--- config.mk ---
export PLATFORM = sky130hd
export DESIGN_NAME = hmr_voter
export DESIGN_NICKNAME = d
export VERILOG_FILES = /design/src/hmr_tmr_voter.sv
export VERILOG_INCLUDE_DIRS = /design/src /design/src/src
export SDC_FILE = /design/constraint.sdc
export NUM_CORES = 1
export LEC_CHECK = 0
export ABC_AREA = 1
export BUFFER_PORTS_ARGS = -buffer_cell sky130_fd_sc_hd__buf_2
export CAP_MARGIN = 10
export CORE_MARGIN = 8
export CORE_UTILIZATION = 25
export DETAILED_ROUTE_END_ITERATION = 16
export GPL_TIMING_DRIVEN = 1
export PLACE_DENSITY = 0.45
export SYNTH_ARGS = -nofsm -noshare
export SYNTH_HDL_FRONTEND = slang
export SYNTH_SLANG_ARGS = --single-unit
export TNS_END_PERCENT = 100
--- constraint.sdc ---
create_clock -name vclk -period 1.66
set_input_delay 0.166 -clock vclk [all_inputs]
set_output_delay 0.166 -clock vclk [all_outputs]
set_load 0.05 [all_outputs]
--- src/hmr_macros.svh ---
// Fixed six cores in two groups of three, word-addressed register map with 6-bit word index
`ifndef HMR_MACROS_SVH
`define HMR_MACROS_SVH

`define HMR_NUM_CORES  6
`define HMR_NUM_GROUPS 2
`define HMR_ADDR_W     32
`define HMR_DATA_W     32
`define HMR_REG_AW     6
`define HMR_MODE_W     2

// Group modes
`define HMR_MODE_NON    2'd0
`define HMR_MODE_RUN    2'd1
`define HMR_MODE_UNLOAD 2'd2
`define HMR_MODE_RELOAD 2'd3

// Register word addresses
`define HMR_ADDR_CFG(g)   (2 * (g))
`define HMR_ADDR_STORE(g) (2 * (g) + 1)
`define HMR_ADDR_MISM(c)  (16 + (c))

// busy, instr req, instr addr, data req, data addr, write enable, write data
`define HMR_VOTE_W (1 + 1 + `HMR_ADDR_W + 1 + `HMR_ADDR_W + 1 + `HMR_DATA_W)

`endif

--- src/hmr_tmr_voter.sv ---
// Combinational only; failure is flagged when all three words differ pairwise
`include "hmr_macros.svh"

module hmr_voter (
  input  logic [`HMR_VOTE_W-1:0] a_i,
  input  logic [`HMR_VOTE_W-1:0] b_i,
  input  logic [`HMR_VOTE_W-1:0] c_i,
  output logic [`HMR_VOTE_W-1:0] majority_o,
  output logic [2:0]             error_cba_o,
  output logic                   failure_o
);

  logic [`HMR_VOTE_W-1:0] majority;
  logic                   ab_eq;
  logic                   bc_eq;
  logic                   ac_eq;

  // Two of three per bit
  assign majority = (a_i & b_i) | (b_i & c_i) | (a_i & c_i);

  assign ab_eq = (a_i == b_i);
  assign bc_eq = (b_i == c_i);
  assign ac_eq = (a_i == c_i);

  assign majority_o  = majority;
  assign error_cba_o = {c_i != majority, b_i != majority, a_i != majority};
  assign failure_o   = !(ab_eq || bc_eq || ac_eq);

endmodule

Word-level counts from Yosys, hierarchy flattened --
Index checks and enable logic that the tools add are counted.
Storage, ports and cells: bits in registers 0, output and inout port bits 104
Operators by class: equal/unequal tests 6, bitwise gates (word level) 5, reduce and logical (&&, ||, !) cells 3
Operator list (count):
- $and 100x100->100 | 3
- $eq 100x100->1 | 3
- $ne 100x100->1 | 3
- $or 100x100->100 | 2
- $logic_or 1x1->1 | 2
- $logic_not 1->1 | 1

Logic depth before layout (Yosys ltp) --
depth after elaboration 4, depth in mapped cells 13, gate-level depth less buffers 13

Worst setup path before layout --
OpenSTA, ideal clock, no wires.
path kind input to output, start point input a_i[93], end point output error_cba_o[1], arrival time 1.859 ns, path slack -0.365 ns, cell stages on the path 10, cells stage by stage ha_1 > inv_1 > nand3_1 > xor2_1 > nor2_1 > nand2_1 > nor2_1 > nand3_1 > nor2_2 > nand2_1
Between the ends: longest elaborated chain between the ends 4, elaborated cells between the ends (all ways) 5, classes of those cells 1 x eq/ne; 4 x bitwise
RTL lines:
- start, declared | line hmr_tmr_voter.sv:5 | input logic [`HMR_VOTE_W-1:0] a_i,
- $and 100x100->100 | line hmr_tmr_voter.sv:19 | assign majority = (a_i & b_i) | (b_i & c_i) | (a_i & c_i);
- $or 100x100->100 | line hmr_tmr_voter.sv:19
- $or 100x100->100 (*) | line hmr_tmr_voter.sv:19
- net majority_o[93] | line hmr_tmr_voter.sv:8 | output logic [`HMR_VOTE_W-1:0] majority_o,
- $ne 100x100->1 (*) | line hmr_tmr_voter.sv:26 | assign error_cba_o = {c_i != majority, b_i != majority, a_i != majority};
- end, declared | line hmr_tmr_voter.sv:9 | output logic [2:0] error_cba_o,
Mark *: on every way through the listed nets, which the timed path passes. The rest lies on a longest branch.

Worst setup path after layout --
start point input b_i[45], end point output error_cba_o[1]
Between the ends: longest elaborated chain between the ends 4, elaborated cells between the ends (all ways) 5, classes of those cells 1 x eq/ne; 4 x bitwise
RTL lines:
- start, declared | line hmr_tmr_voter.sv:6 | input logic [`HMR_VOTE_W-1:0] b_i,
- $and 100x100->100 | line hmr_tmr_voter.sv:19
- $or 100x100->100 (2 in a row) | line hmr_tmr_voter.sv:19
- $ne 100x100->1 (*) | line hmr_tmr_voter.sv:26
Mark *: on every way between the ends. The rest lies on a longest branch, timed or not.

==> run_results.csv <==
group,metric,value,unit
timing,fin_ws,-0.279,ns
die,initial_core_util,25.3,%
logic_synthesis,synth.distinct_cells,17,
clock_network,cts_hold_buf,0,
worst_setup_path,crit_type,"in2out",
timing,max_freq,516,MHz
timing,hold_viol_final,0,
worst_setup_path,worstPathArrival,1.77,ns
logic_synthesis,synthesis.area,0.0121,mm2
logic_synthesis,synth-compound-area-share,0.197,%
die,ioPinCount,404,
timing,tightest_slew,0.369,ns
timing,setup_viol,4,
logic_synthesis,ys_seq_area_share,0,%
final_layout,seq_cell_count,0,
worst_setup_path,cp.required,1.49,ns
die,die_x,236,um
logic_synthesis,synth_fa_ha_area_share,31.1,%
worst_setup_path,startpoint,"b_i[45]",
worst_hold_path,hold_path_startpoint,"c_i[62]",
worst_setup_path,startpoint_type,"primary input",
power_and_ir_drop,max-vdd-ir-drop,181,uV
global_route,track_usage,20.8,%
outcome,violations,"negative setup slack",
routing,drtAntennaViolNets,0,
global_route,first_global_vias,17100,
routing,routed_wl,62100,um
final_layout,syn2layout_area_growth,91.5,%
logic_synthesis,synth_xor_area_share,2.25,%
placed_design,post-place-ws,-0.939,ns
worst_hold_path,hold_class,"in2out",
power_and_ir_drop,p_total,7440,uW
global_route,grt_pass1_wl,92600,um
final_layout,layout.nets,3725,
final_layout,drive_above_1_share,51.5,%
outcome,status,"finished, violations left",
logic_synthesis,netlist.area_leader.share,31.1,%
routing,viasPerCell,4.54,
logic_synthesis,avgSynthCellArea,5.45,um2
timing,fin_crit,1.94,ns
power_and_ir_drop,power_density,322,mW/mm2
logic_synthesis,yosysWarnings,0,
die,die_area,0.0555,mm2
timing,relSlewSlack,75.2,%
global_route,antenna_found_initial,22,
worst_setup_path,crit_path_end_kind,"primary output",
placed_design,portBuffers,404,
die,die-height,236,um
logic_synthesis,synth.top_cells.by_count,"nand2_1 (721), inv_1 (464), ha_1 (300)",
global_route,grt_start_max_net_pins,6,
die,core_area,0.0476,mm2
routing,wl_per_cell,16.6,um
routing,drc_errors,0,
timing,grt_setup_unrepaired,"true",
routing,top_layer,"met5",
routing,drt-met1-wl,26900,um
routing,firstDrtPassIters,5,
job,cap_violations,0,
timing,finalMaxSlewViolations,0,
timing,fin_setup_tns,-0.975,ns
logic_synthesis,synthSimpleGateAreaFrac,51.6,%
routing,vias,17000,
routing,wl_met2,30900,um
routing,drt_iter0_drc,535,
power_and_ir_drop,p_leak,0.0122,uW
global_route,grt_overflow,0,
final_layout,regArea,0,um2
logic_synthesis,synth_top_family_by_area,"simple AND/OR/NAND/NOR gates",
placed_design,gp_congestion,0.916,
final_layout,nClkBuffers,0,
routing,wl_met3,2860,um
timing,fin_crit_sh,117,%
logic_synthesis,synth_top_cell_by_area,"ha_1",
logic_synthesis,yosys.cell_count.top_type,"nand2_1",
final_layout,utilization,48.4,%
logic_synthesis,synth.area.top_cells,"ha_1 (31%), nand2_1 (22%), inv_1 (14%), nor2_1 (7.6%), nand4_1 (7.4%)",
placed_design,dpl.hpwl,55000,um
logic_synthesis,synthesis.nets,2810,
logic_synthesis,synth_cells,2210,
worst_setup_path,path_max_fanout,4,
logic_synthesis,synth.area.mux_share,0,%
die,rows,80,
final_layout,final_area,0.0231,mm2
placed_design,postPlaceCellArea,0.0191,mm2
[repair_timing]
item | in CTS | in global routing
setup buffers | 23 | 25
pin swaps | 138 | 232
endpoints found under the setup margin | 4 | 4
gates resized for setup | 374 | 576
[final cells by class]
cell class         count  area [um2]
diodes                12        30.0
repair buffers       913        6360
inverters            476        1810
fillers             4821       24600
well taps            615         769
multi-input cells   1734       14100
[cells in the final DEF, fill, tap and decap left out, drive strengths merged]
master  netlist  layout
nor4         37      37
clkbuf        0      22
xor2         14      14
diode         0      12
nand3       148     148
or2           3       3
a21oi         4       4
nand4       143     143
xnor2        17      17
ha          300     300
nand2       747     747
nor3          2       2
buf           0     891
clkinv       12      11
inv         464     465
nand3b       50      50
nor2        269     269
[critical path: stages]
cell and delay, ns:
buf_4 0.14, ha_4 0.16, nor2_4 0.15, buf_6 0.12
nand3b_1 0.09, nand2_1 0.10, nand2_2 0.08, nor2_4 0.13
nand2_2 0.08, nor2_4 0.12, nand2_2 0.09, nor2_2 0.10
nand2_2 0.08, buf_12 0.15
[report_power, final]
| group | internal (uW) | switching (uW) |
|---|---|---|
| clock | 0.00106 | 0 |
| combinational | 3210 | 4220 |
| sequential | 0 | 0 |
[metrics by stage]
stage / hold slack [ns] / std cells
6_report: 0.983 / 3750
5_1_grt: 1.01 / 3744
4_1_cts: 0.997 / 3715
3_5_place_dp: 0.997 / 3695
3_3_place_gp: 0.993 / 3695
2_1_floorplan: 0.655 / 2210
[routing by layer]
metal / up-vias / GRT usage [%]
met5: - / 0
li1: 8931 / -
met1: 7655 / 25.3
met4: 28 / 2.52
met3: 76 / 3.43
met2: 333 / 38.9
[worst paths after layout]
check	end	slack (ns)	depth (start not counted)
max	error_cba_o[1]	-0.28	14
min	majority_o[62]	0.98	5
[kinds of logic (layout without fill, tap and decap cells)]
| group | after synthesis | in the layout |
|---|---|---|
| and+or+nand+nor | 1399 | 1399 |
| buffers and inverters | 476 | 1389 |
| adders and majority gates | 300 | 300 |
| xor gates and xnor gates | 31 | 31 |
| AOI/OAI and AO/OA | 4 | 4 |
| other | 0 | 12 |
Note: power is estimated with default switching activity, not from simulation.
