--- config.mk ---
export PLATFORM = sky130hd
export DESIGN_NAME = hmr_mode_ctrl
export DESIGN_NICKNAME = d
export VERILOG_FILES = /design/src/hmr_pkg.sv /design/src/hmr_mode_ctrl.sv
export VERILOG_INCLUDE_DIRS = /design/src /design/src/src
export SDC_FILE = /design/constraint.sdc
export NUM_CORES = 1
export LEC_CHECK = 0
export ABC_CLOCK_PERIOD_IN_PS = 1000
export BUFFER_PORTS_ARGS = -buffer_cell sky130_fd_sc_hd__buf_2
export CAP_MARGIN = 10
export CORE_AREA = 2 2 43 45
export CTS_BUF_LIST = sky130_fd_sc_hd__clkbuf_8
export CTS_CLUSTER_DIAMETER = 40
export DETAILED_ROUTE_END_ITERATION = 7
export DIE_AREA = 0 0 45 47
export PLACE_DENSITY = 0.75
export SYNTH_ARGS = -nofsm -noshare
export SYNTH_HDL_FRONTEND = slang
export SYNTH_SLANG_ARGS = --single-unit
--- constraint.sdc ---
create_clock -name clk_i -period 1 [get_ports clk_i]
set_input_delay 0.15 -clock clk_i [delete_from_list [all_inputs] [get_ports clk_i]]
set_output_delay 0.15 -clock clk_i [all_outputs]
set_load 0.05 [all_outputs]
--- src/hmr_macros.svh ---
// Fixed six cores in two groups of three, word-addressed register map with 6-bit word index
`ifndef HMR_MACROS_SVH
`define HMR_MACROS_SVH

`define HMR_NUM_CORES  6
`define HMR_NUM_GROUPS 2
`define HMR_ADDR_W     32
`define HMR_DATA_W     32
`define HMR_REG_AW     6
`define HMR_MODE_W     2

// Group modes
`define HMR_MODE_NON    2'd0
`define HMR_MODE_RUN    2'd1
`define HMR_MODE_UNLOAD 2'd2
`define HMR_MODE_RELOAD 2'd3

// Register word addresses
`define HMR_ADDR_CFG(g)   (2 * (g))
`define HMR_ADDR_STORE(g) (2 * (g) + 1)
`define HMR_ADDR_MISM(c)  (16 + (c))

// busy, instr req, instr addr, data req, data addr, write enable, write data
`define HMR_VOTE_W (1 + 1 + `HMR_ADDR_W + 1 + `HMR_ADDR_W + 1 + `HMR_DATA_W)

`endif

--- src/hmr_pkg.sv ---
// Sequential grouping only: group g holds cores 3g to 3g+2 and core 3g leads
package hmr_pkg;

  // Group configuration word, raw for the bus, fields for the mode FSM
  typedef union packed {
    logic [31:0] raw;
    struct packed {
      logic [26:0] reserved;
      logic        force_resynch;
      logic        reload_setback;
      logic        setback;
      logic        delay_resynch;
      logic        tmr_enable;
    } f;
  } tmr_cfg_u;

  function automatic int group_of(int core);
    return core / 3;
  endfunction

  function automatic int core_of(int group, int offset);
    return group * 3 + offset;
  endfunction

endpackage

--- src/hmr_mode_ctrl.sv ---
// One group; the mode changes at the edge after its cause and setback is a one-cycle pulse
`include "hmr_macros.svh"

module hmr_mode_ctrl import hmr_pkg::*; (
  input  logic                   clk_i,
  input  logic                   rst_ni,
  input  tmr_cfg_u               cfg_i,
  input  logic [`HMR_DATA_W-1:0] store_i,
  input  logic                   store_we_zero_i,
  input  logic                   lead_fetch_en_i,
  input  logic                   cores_synch_i,
  input  logic [2:0]             error_cba_i,
  input  logic                   failure_i,
  output logic [`HMR_MODE_W-1:0] mode_o,
  output logic                   force_ack_o,
  output logic [2:0]             mism_incr_o,
  output logic                   setback_o,
  output logic                   resynch_req_o
);

  logic [`HMR_MODE_W-1:0] mode_d;
  logic [`HMR_MODE_W-1:0] mode_q;
  logic                   setback_d;
  logic                   setback_q;
  logic                   mismatch;

  assign mismatch = |error_cba_i;

  always_comb begin
    mode_d      = mode_q;
    setback_d   = 1'b0;
    force_ack_o = 1'b0;
    mism_incr_o = 3'b000;

    if (mode_q == `HMR_MODE_RUN) begin
      if (cfg_i.f.force_resynch) begin
        force_ack_o = 1'b1;
        if (!cfg_i.f.delay_resynch)
          mode_d = `HMR_MODE_UNLOAD;
      end
      if (mismatch) begin
        mism_incr_o = error_cba_i;
        if (!cfg_i.f.delay_resynch)
          mode_d = `HMR_MODE_UNLOAD;
      end
    end

    // Software has saved its stack pointer
    if (mode_q == `HMR_MODE_UNLOAD && store_i != '0) begin
      mode_d    = `HMR_MODE_RELOAD;
      setback_d = cfg_i.f.setback;
    end

    // Store cleared means the reload finished
    if (mode_q == `HMR_MODE_RELOAD) begin
      if (store_i == '0) begin
        mode_d = `HMR_MODE_RUN;
      end else if ((mismatch || failure_i) && cfg_i.f.setback && cfg_i.f.reload_setback &&
                   !store_we_zero_i && !setback_q) begin
        setback_d = 1'b1;
      end
    end

    // Before startup the mode just follows the enable bit
    if (!lead_fetch_en_i)
      mode_d = cfg_i.f.tmr_enable ? `HMR_MODE_RUN : `HMR_MODE_NON;
    if (mode_q == `HMR_MODE_RUN && !cfg_i.f.tmr_enable)
      mode_d = `HMR_MODE_NON;
    if (mode_q == `HMR_MODE_NON && cores_synch_i && cfg_i.f.tmr_enable)
      mode_d = `HMR_MODE_RUN;
  end

  always_ff @(posedge clk_i or negedge rst_ni) begin
    if (!rst_ni) begin
      mode_q    <= `HMR_MODE_NON;
      setback_q <= 1'b0;
    end else begin
      mode_q    <= mode_d;
      setback_q <= setback_d;
    end
  end

  assign mode_o        = mode_q;
  assign setback_o     = setback_q;
  assign resynch_req_o = (mode_q == `HMR_MODE_UNLOAD);

endmodule

Word level (Yosys, flattened, before mapping)
Index checks and enable logic that the tools add are counted.
{"block": "totals", "wordCells": 41, "n_memories": 0, "rom_bits": 0, "register_bits": 3, "ram_bits": 0, "latch_bits": 0, "output_inout_bits": 8}
{"block": "op_classes", "muxes": 20, "reduce_logical": 16, "shifts": 0, "add_sub_neg": 0, "n_eq_ne": 3, "n_mul": 0, "div": 0, "magnitude_cmp": 0, "bitwise_logic": 0}
{"op": "logical NOT 32 bit", "n": 1}
{"op": "nonzero test 32 bit", "n": 1}
{"op": "two-way mux 2 bit", "n": 11}
{"op": "logical AND 1 bit", "n": 8}
{"op": "two-way mux 1 bit", "n": 7}
{"op": "two-way mux 3 bit", "n": 2}
{"op": "== test 2 bit (second input constant)", "n": 2}
{"op": "logical NOT 1 bit", "n": 3}
{"op": "OR reduction 3 bit", "n": 1}
{"op": "== test 2 x 1 -> 1 bit (second input constant)", "n": 1}
{"op": "logical NOT 2 bit", "n": 1}
{"op": "logical OR 1 bit", "n": 1}

Depth between registers and ports, before layout
{"block": "depth", "word_depth": 11, "ltp_mapped": 4, "depth_no_buf": 4}

Worst setup path before layout
Ideal clock, no wire load.
{"block": "synth_path", "kind": "flip-flop to flip-flop", "startpoint": "register mode_q[1] (netlist: mode_o[1])", "endpoint": "register mode_q[0] (netlist: mode_o[0])", "synth_period_minus_slack_ns": 1.981, "setup_ns": 0.078, "arrival_time_ns": 1.903, "path_slack_ns": -0.981, "path_stages_with_launch": 4, "n_path_buf": 0, "required_ns": 0.922, "path_cell_list": "dfrtp_1 nor2b_1 o21ai_0 o21ai_2"}
{"block": "synth_via", "elab_chain_len": 8}
{"element": "start: declaration", "line": "hmr_mode_ctrl.sv:22", "source": "logic [`HMR_MODE_W-1:0] mode_q;"}
{"element": "start signal: assignment", "line": "hmr_mode_ctrl.sv:75", "source": "mode_q <= `HMR_MODE_NON;"}
{"element": "start signal: assignment", "line": "hmr_mode_ctrl.sv:78", "source": "mode_q <= mode_d;"}
{"element": "== test 2 bit (no line) *"}
{"element": "net resynch_req_o", "line": "hmr_mode_ctrl.sv:18", "source": "output logic resynch_req_o"}
{"element": "logical AND 1 bit *", "line": "hmr_mode_ctrl.sv:49", "source": "if (mode_q == `HMR_MODE_UNLOAD && store_i != '0) begin"}
{"element": "two-way mux 2 bit *", "line": "hmr_mode_ctrl.sv:49"}
{"element": "two-way mux 2 bit", "line": "hmr_mode_ctrl.sv:56", "source": "if (store_i == '0) begin"}
{"element": "two-way mux 2 bit *", "line": "hmr_mode_ctrl.sv:55", "source": "if (mode_q == `HMR_MODE_RELOAD) begin"}
{"element": "two-way mux 2 bit *", "line": "hmr_mode_ctrl.sv:65", "source": "if (!lead_fetch_en_i)"}
{"element": "two-way mux 2 bit *", "line": "hmr_mode_ctrl.sv:67", "source": "if (mode_q == `HMR_MODE_RUN && !cfg_i.f.tmr_enable)"}
{"element": "two-way mux 2 bit *", "line": "hmr_mode_ctrl.sv:69", "source": "if (mode_q == `HMR_MODE_NON && cores_synch_i && cfg_i.f.tmr_enable)"}
{"element": "net mode_d[0]", "line": "hmr_mode_ctrl.sv:21", "source": "logic [`HMR_MODE_W-1:0] mode_d;"}
The timed path passes the listed nets; every way through them passes the cells marked *.

Worst setup path in the final report
{"block": "layout_path", "startpoint": "register mode_q[0] (netlist: mode_o[0])", "endpoint": "output mism_incr_o[0]"}
{"block": "layout_via", "elab_chain_len": 2}
{"element": "== test 2 x 1 -> 1 bit (no line)"}
{"element": "two-way mux 3 bit", "line": "hmr_mode_ctrl.sv:35", "source": "if (mode_q == `HMR_MODE_RUN) begin"}
{"element": "end: declaration", "line": "hmr_mode_ctrl.sv:16", "source": "output logic [2:0] mism_incr_o,"}
Every way passes these cells.

==> results.yml <==
status:
  outcome: "finished with violations"
  failed_checks: "setup timing"
setup_path:
  slowest_stage: "dfrtp_4"
  critPathKind: "reg2out"
  arrival_ns: 1.11
  r2r_end: "mode_o[0]"
  cp.required_ns: 0.85
  path_max_fanout: 4
  cp_num_buf_inv: 1
  start_kind: "register"
  timing.rr.start: "mode_o[0]"
  cp_cell_sequence: "nor2b_4 > and2_4 > buf_8"
  r2r_slack_ns: -0.11
  reg2regPathDepth: 5
  cp_top_family: "flip-flops"
  critical-path-max-stage-delay_ns: 0.47
  critPathCaptureType: "output pin"
timing:
  fin_crit_sh_pct: 126.4
  finalClockSkew_ns: 0.002270
  layout_min_cycle_time_ns: 1.264
  fin_ws_ns: -0.2636
  timing.final.max_slew_violations: 0
  relSlewSlack_pct: 83.25
  hold_viol_final: 0
  grt_setup_unrepaired: "true"
  fmax_ghz: 0.7914
  hold_slack_ns: 0.1734
  finalSetupViolations: 9
  worst_pin_slew_ns: 0.2490
placement:
  dpl-instance-area_sq_um: 638.1
  pre_cts_ws_ns: -0.1853
  portBuffers: 53
  dp_hpwl_um: 1117
  gp_congestion: 0.7130
global_route:
  antenna_found_initial: 0
  grt_max_degree: 8
  grt_overflow: 0
  grt_use_total_pct: 13.00
  grt_pass1_wl_um: 1966
  grt_pass1_vias: 542
synthesis:
  synthTopCellsByArea: "dfrtp_1 26%, nor4_1 20%, and2_1 6.6%"
  ys.flop_type: "dfrtp_1"
  synthTopCellsByCount: "9 x nor4_1, 3 x and2_1, 3 x dfrtp_1"
  synth_edf_count: 0
  ys_ff_latch: 3
  syn_area_per_cell_sq_um: 7.507
  netlist.area_leader.share_pct: 26.32
  yosys.area.top_type: "dfrtp_1"
  ys_warn_count: 0
  yosysMostFrequentCell: "nor4_1"
  synth_nets: 111
  synth_area_sq_um: 285.3
  seq_area_frac_synth_pct: 26.32
  ys_types: 20
  ys_async_sr_fraction_pct: 100.0
  postSynthCellCount: 38
power_and_ir_drop:
  leakagePower_nw: 0.4007
  clock_power_share_pct: 37.5
  power_density_nw_per_um2: 1131
  ir_drop_mv: 0.3630
  seqPwrFrac_pct: 16.2
  intPower_mw: 0.6014
  switchingPower_mw: 0.2926
  swShare_pct: 32.73
  combPwrFrac_pct: 46.3
clocking:
  cts.sinks: 3
  htreeDepth: 1
  path_clk_slew_ns: 0.03
  cts_root_buffer: "clkbuf_8"
  numCtsBuffers: 3
  clock_path_buffers: 2
  clock_latency_ns: 0.21
  tritoncts: "yes"
worst_hold_path:
  min_path_type: "in2reg"
  hold_end: "setback_o"
  hold_depth: 3
  min_from: "cfg_i[2]"
die:
  die_area_sq_um: 2115
  start_util_pct: 17.27
  core-area_sq_um: 1652
  die_h_um: 47
  num_rows: 15
  io_pins: 81
  chipWidth_um: 45
layout:
  fin_nets: 175
  fin_area_sq_um: 790.8
  drive_above_1_share_pct: 77.23
  area_growth_syn_to_layout_pct: 177.2
  diodes: 0
  final_util_pct: 47.88
routing:
  drt_iter0_markers: 2
  dr.pass1.iters: 4
  num_vias: 580
  route.final.wire_length_um: 1313
  wl_per_cell_um: 11.13
  drcViolationCount: 0
  drtAntennaViolNets: 0
  via_per_inst: 4.915
flow_run:
  cap_violations: 0
==> worst reg2reg max path, stage by stage (launching register included) <==
cell and delay [ns]:
dfrtp_4 0.47, buf_6 0.14, buf_6 0.12, nand3_2 0.05, o211a_1 0.16, o21ai_2 0.05
==> power groups by stage <==
stage                     Sequential (mW)  Clock (mW)  Combinational, mW
after floorplan                     0.188           0              0.138
after global placement              0.142           0              0.322
after detailed placement            0.143           0              0.333
after CTS                           0.144       0.345              0.409
after global routing                0.146       0.355              0.439
final                               0.144       0.335              0.414
==> routing by layer <==
layer	share of wire, %	global-route usage (%)	wire (um)
met3	10	1.154	133
met4	0	7.059	0
met2	58	28.57	766
met5	0	0	0
met1	31	11.06	413
==> what timing repair did <==
item / 4_1_cts / 5_1_grt
pin swaps: 6 / 2
setup buffers: 1 / 0
gates resized for setup: 22 / 3
endpoints found under the setup margin: 9 / 10
endpoints found under the hold margin: 3 / 0
hold buffers: 1 / 0
==> logic make-up (layout without fill, tap and decap cells) <==
group                  Yosys count  in the layout  share of synthesized area, %
buffers and inverters            1             64                         1.315
and+or+nand+nor                 27             27                         55.70
DFF                              3              3                         26.32
AOI/OAI and AO/OA                7              7                         16.67
==> placed cells by master, fill, tap and decap left out, types with 2 or more instances in the layout <==
| cell | n |
|---|---|
| nor2b_4 | 2 |
| buf_2 | 47 |
| inv_1 | 2 |
| nor4_1 | 8 |
| o21ai_2 | 2 |
| buf_6 | 3 |
| and2_4 | 4 |
| buf_4 | 3 |
| clkbuf_8 | 3 |
| nor2_1 | 2 |
| o21ai_1 | 2 |
| buf_8 | 5 |
| dfrtp_2 | 2 |
| nand4_1 | 2 |
==> flip-flops by register name, indices dropped and copies added (netlist names) <==
signal / flops
setback_o: 1
mode_o: 2
==> cell type report <==
class                   instances  area (sq um)
clock buffers                   3         41.29
flip-flops and latches          3         81.33
repair buffers                 59         376.6
clock inverters                 1         3.754
well taps                      17         21.27
inverters                       1         3.754
multi-input cells              34         262.8
fillers                       166         860.8
==> worst max-delay path by stage <==
stage                     startpoint             end  slack, ns  cells after the start
after global routing       mode_o[0]  mism_incr_o[0]      -0.31                      3
final                      mode_o[0]  mism_incr_o[0]      -0.26                      3
after detailed placement   mode_o[0]       mode_o[0]      -0.19                      5
after CTS                  mode_o[0]  mism_incr_o[0]      -0.27                      3
after floorplan            mode_o[1]       mode_o[0]      -0.25                      3
after global placement     mode_o[0]       mode_o[0]      -0.14                      5
==> per-stage QoR <==
stage | TNS (ns) | power [mW] | cells
2_1_floorplan | -1.069 | 0.3266 | 38
3_3_place_gp | -0.9808 | 0.4641 | 112
3_5_place_dp | -1.239 | 0.4759 | 112
4_1_cts | -1.711 | 0.8990 | 118
5_1_grt | -1.969 | 0.9397 | 118
6_report | -1.672 | 0.8940 | 118
Power figures use the tool's default switching activity.
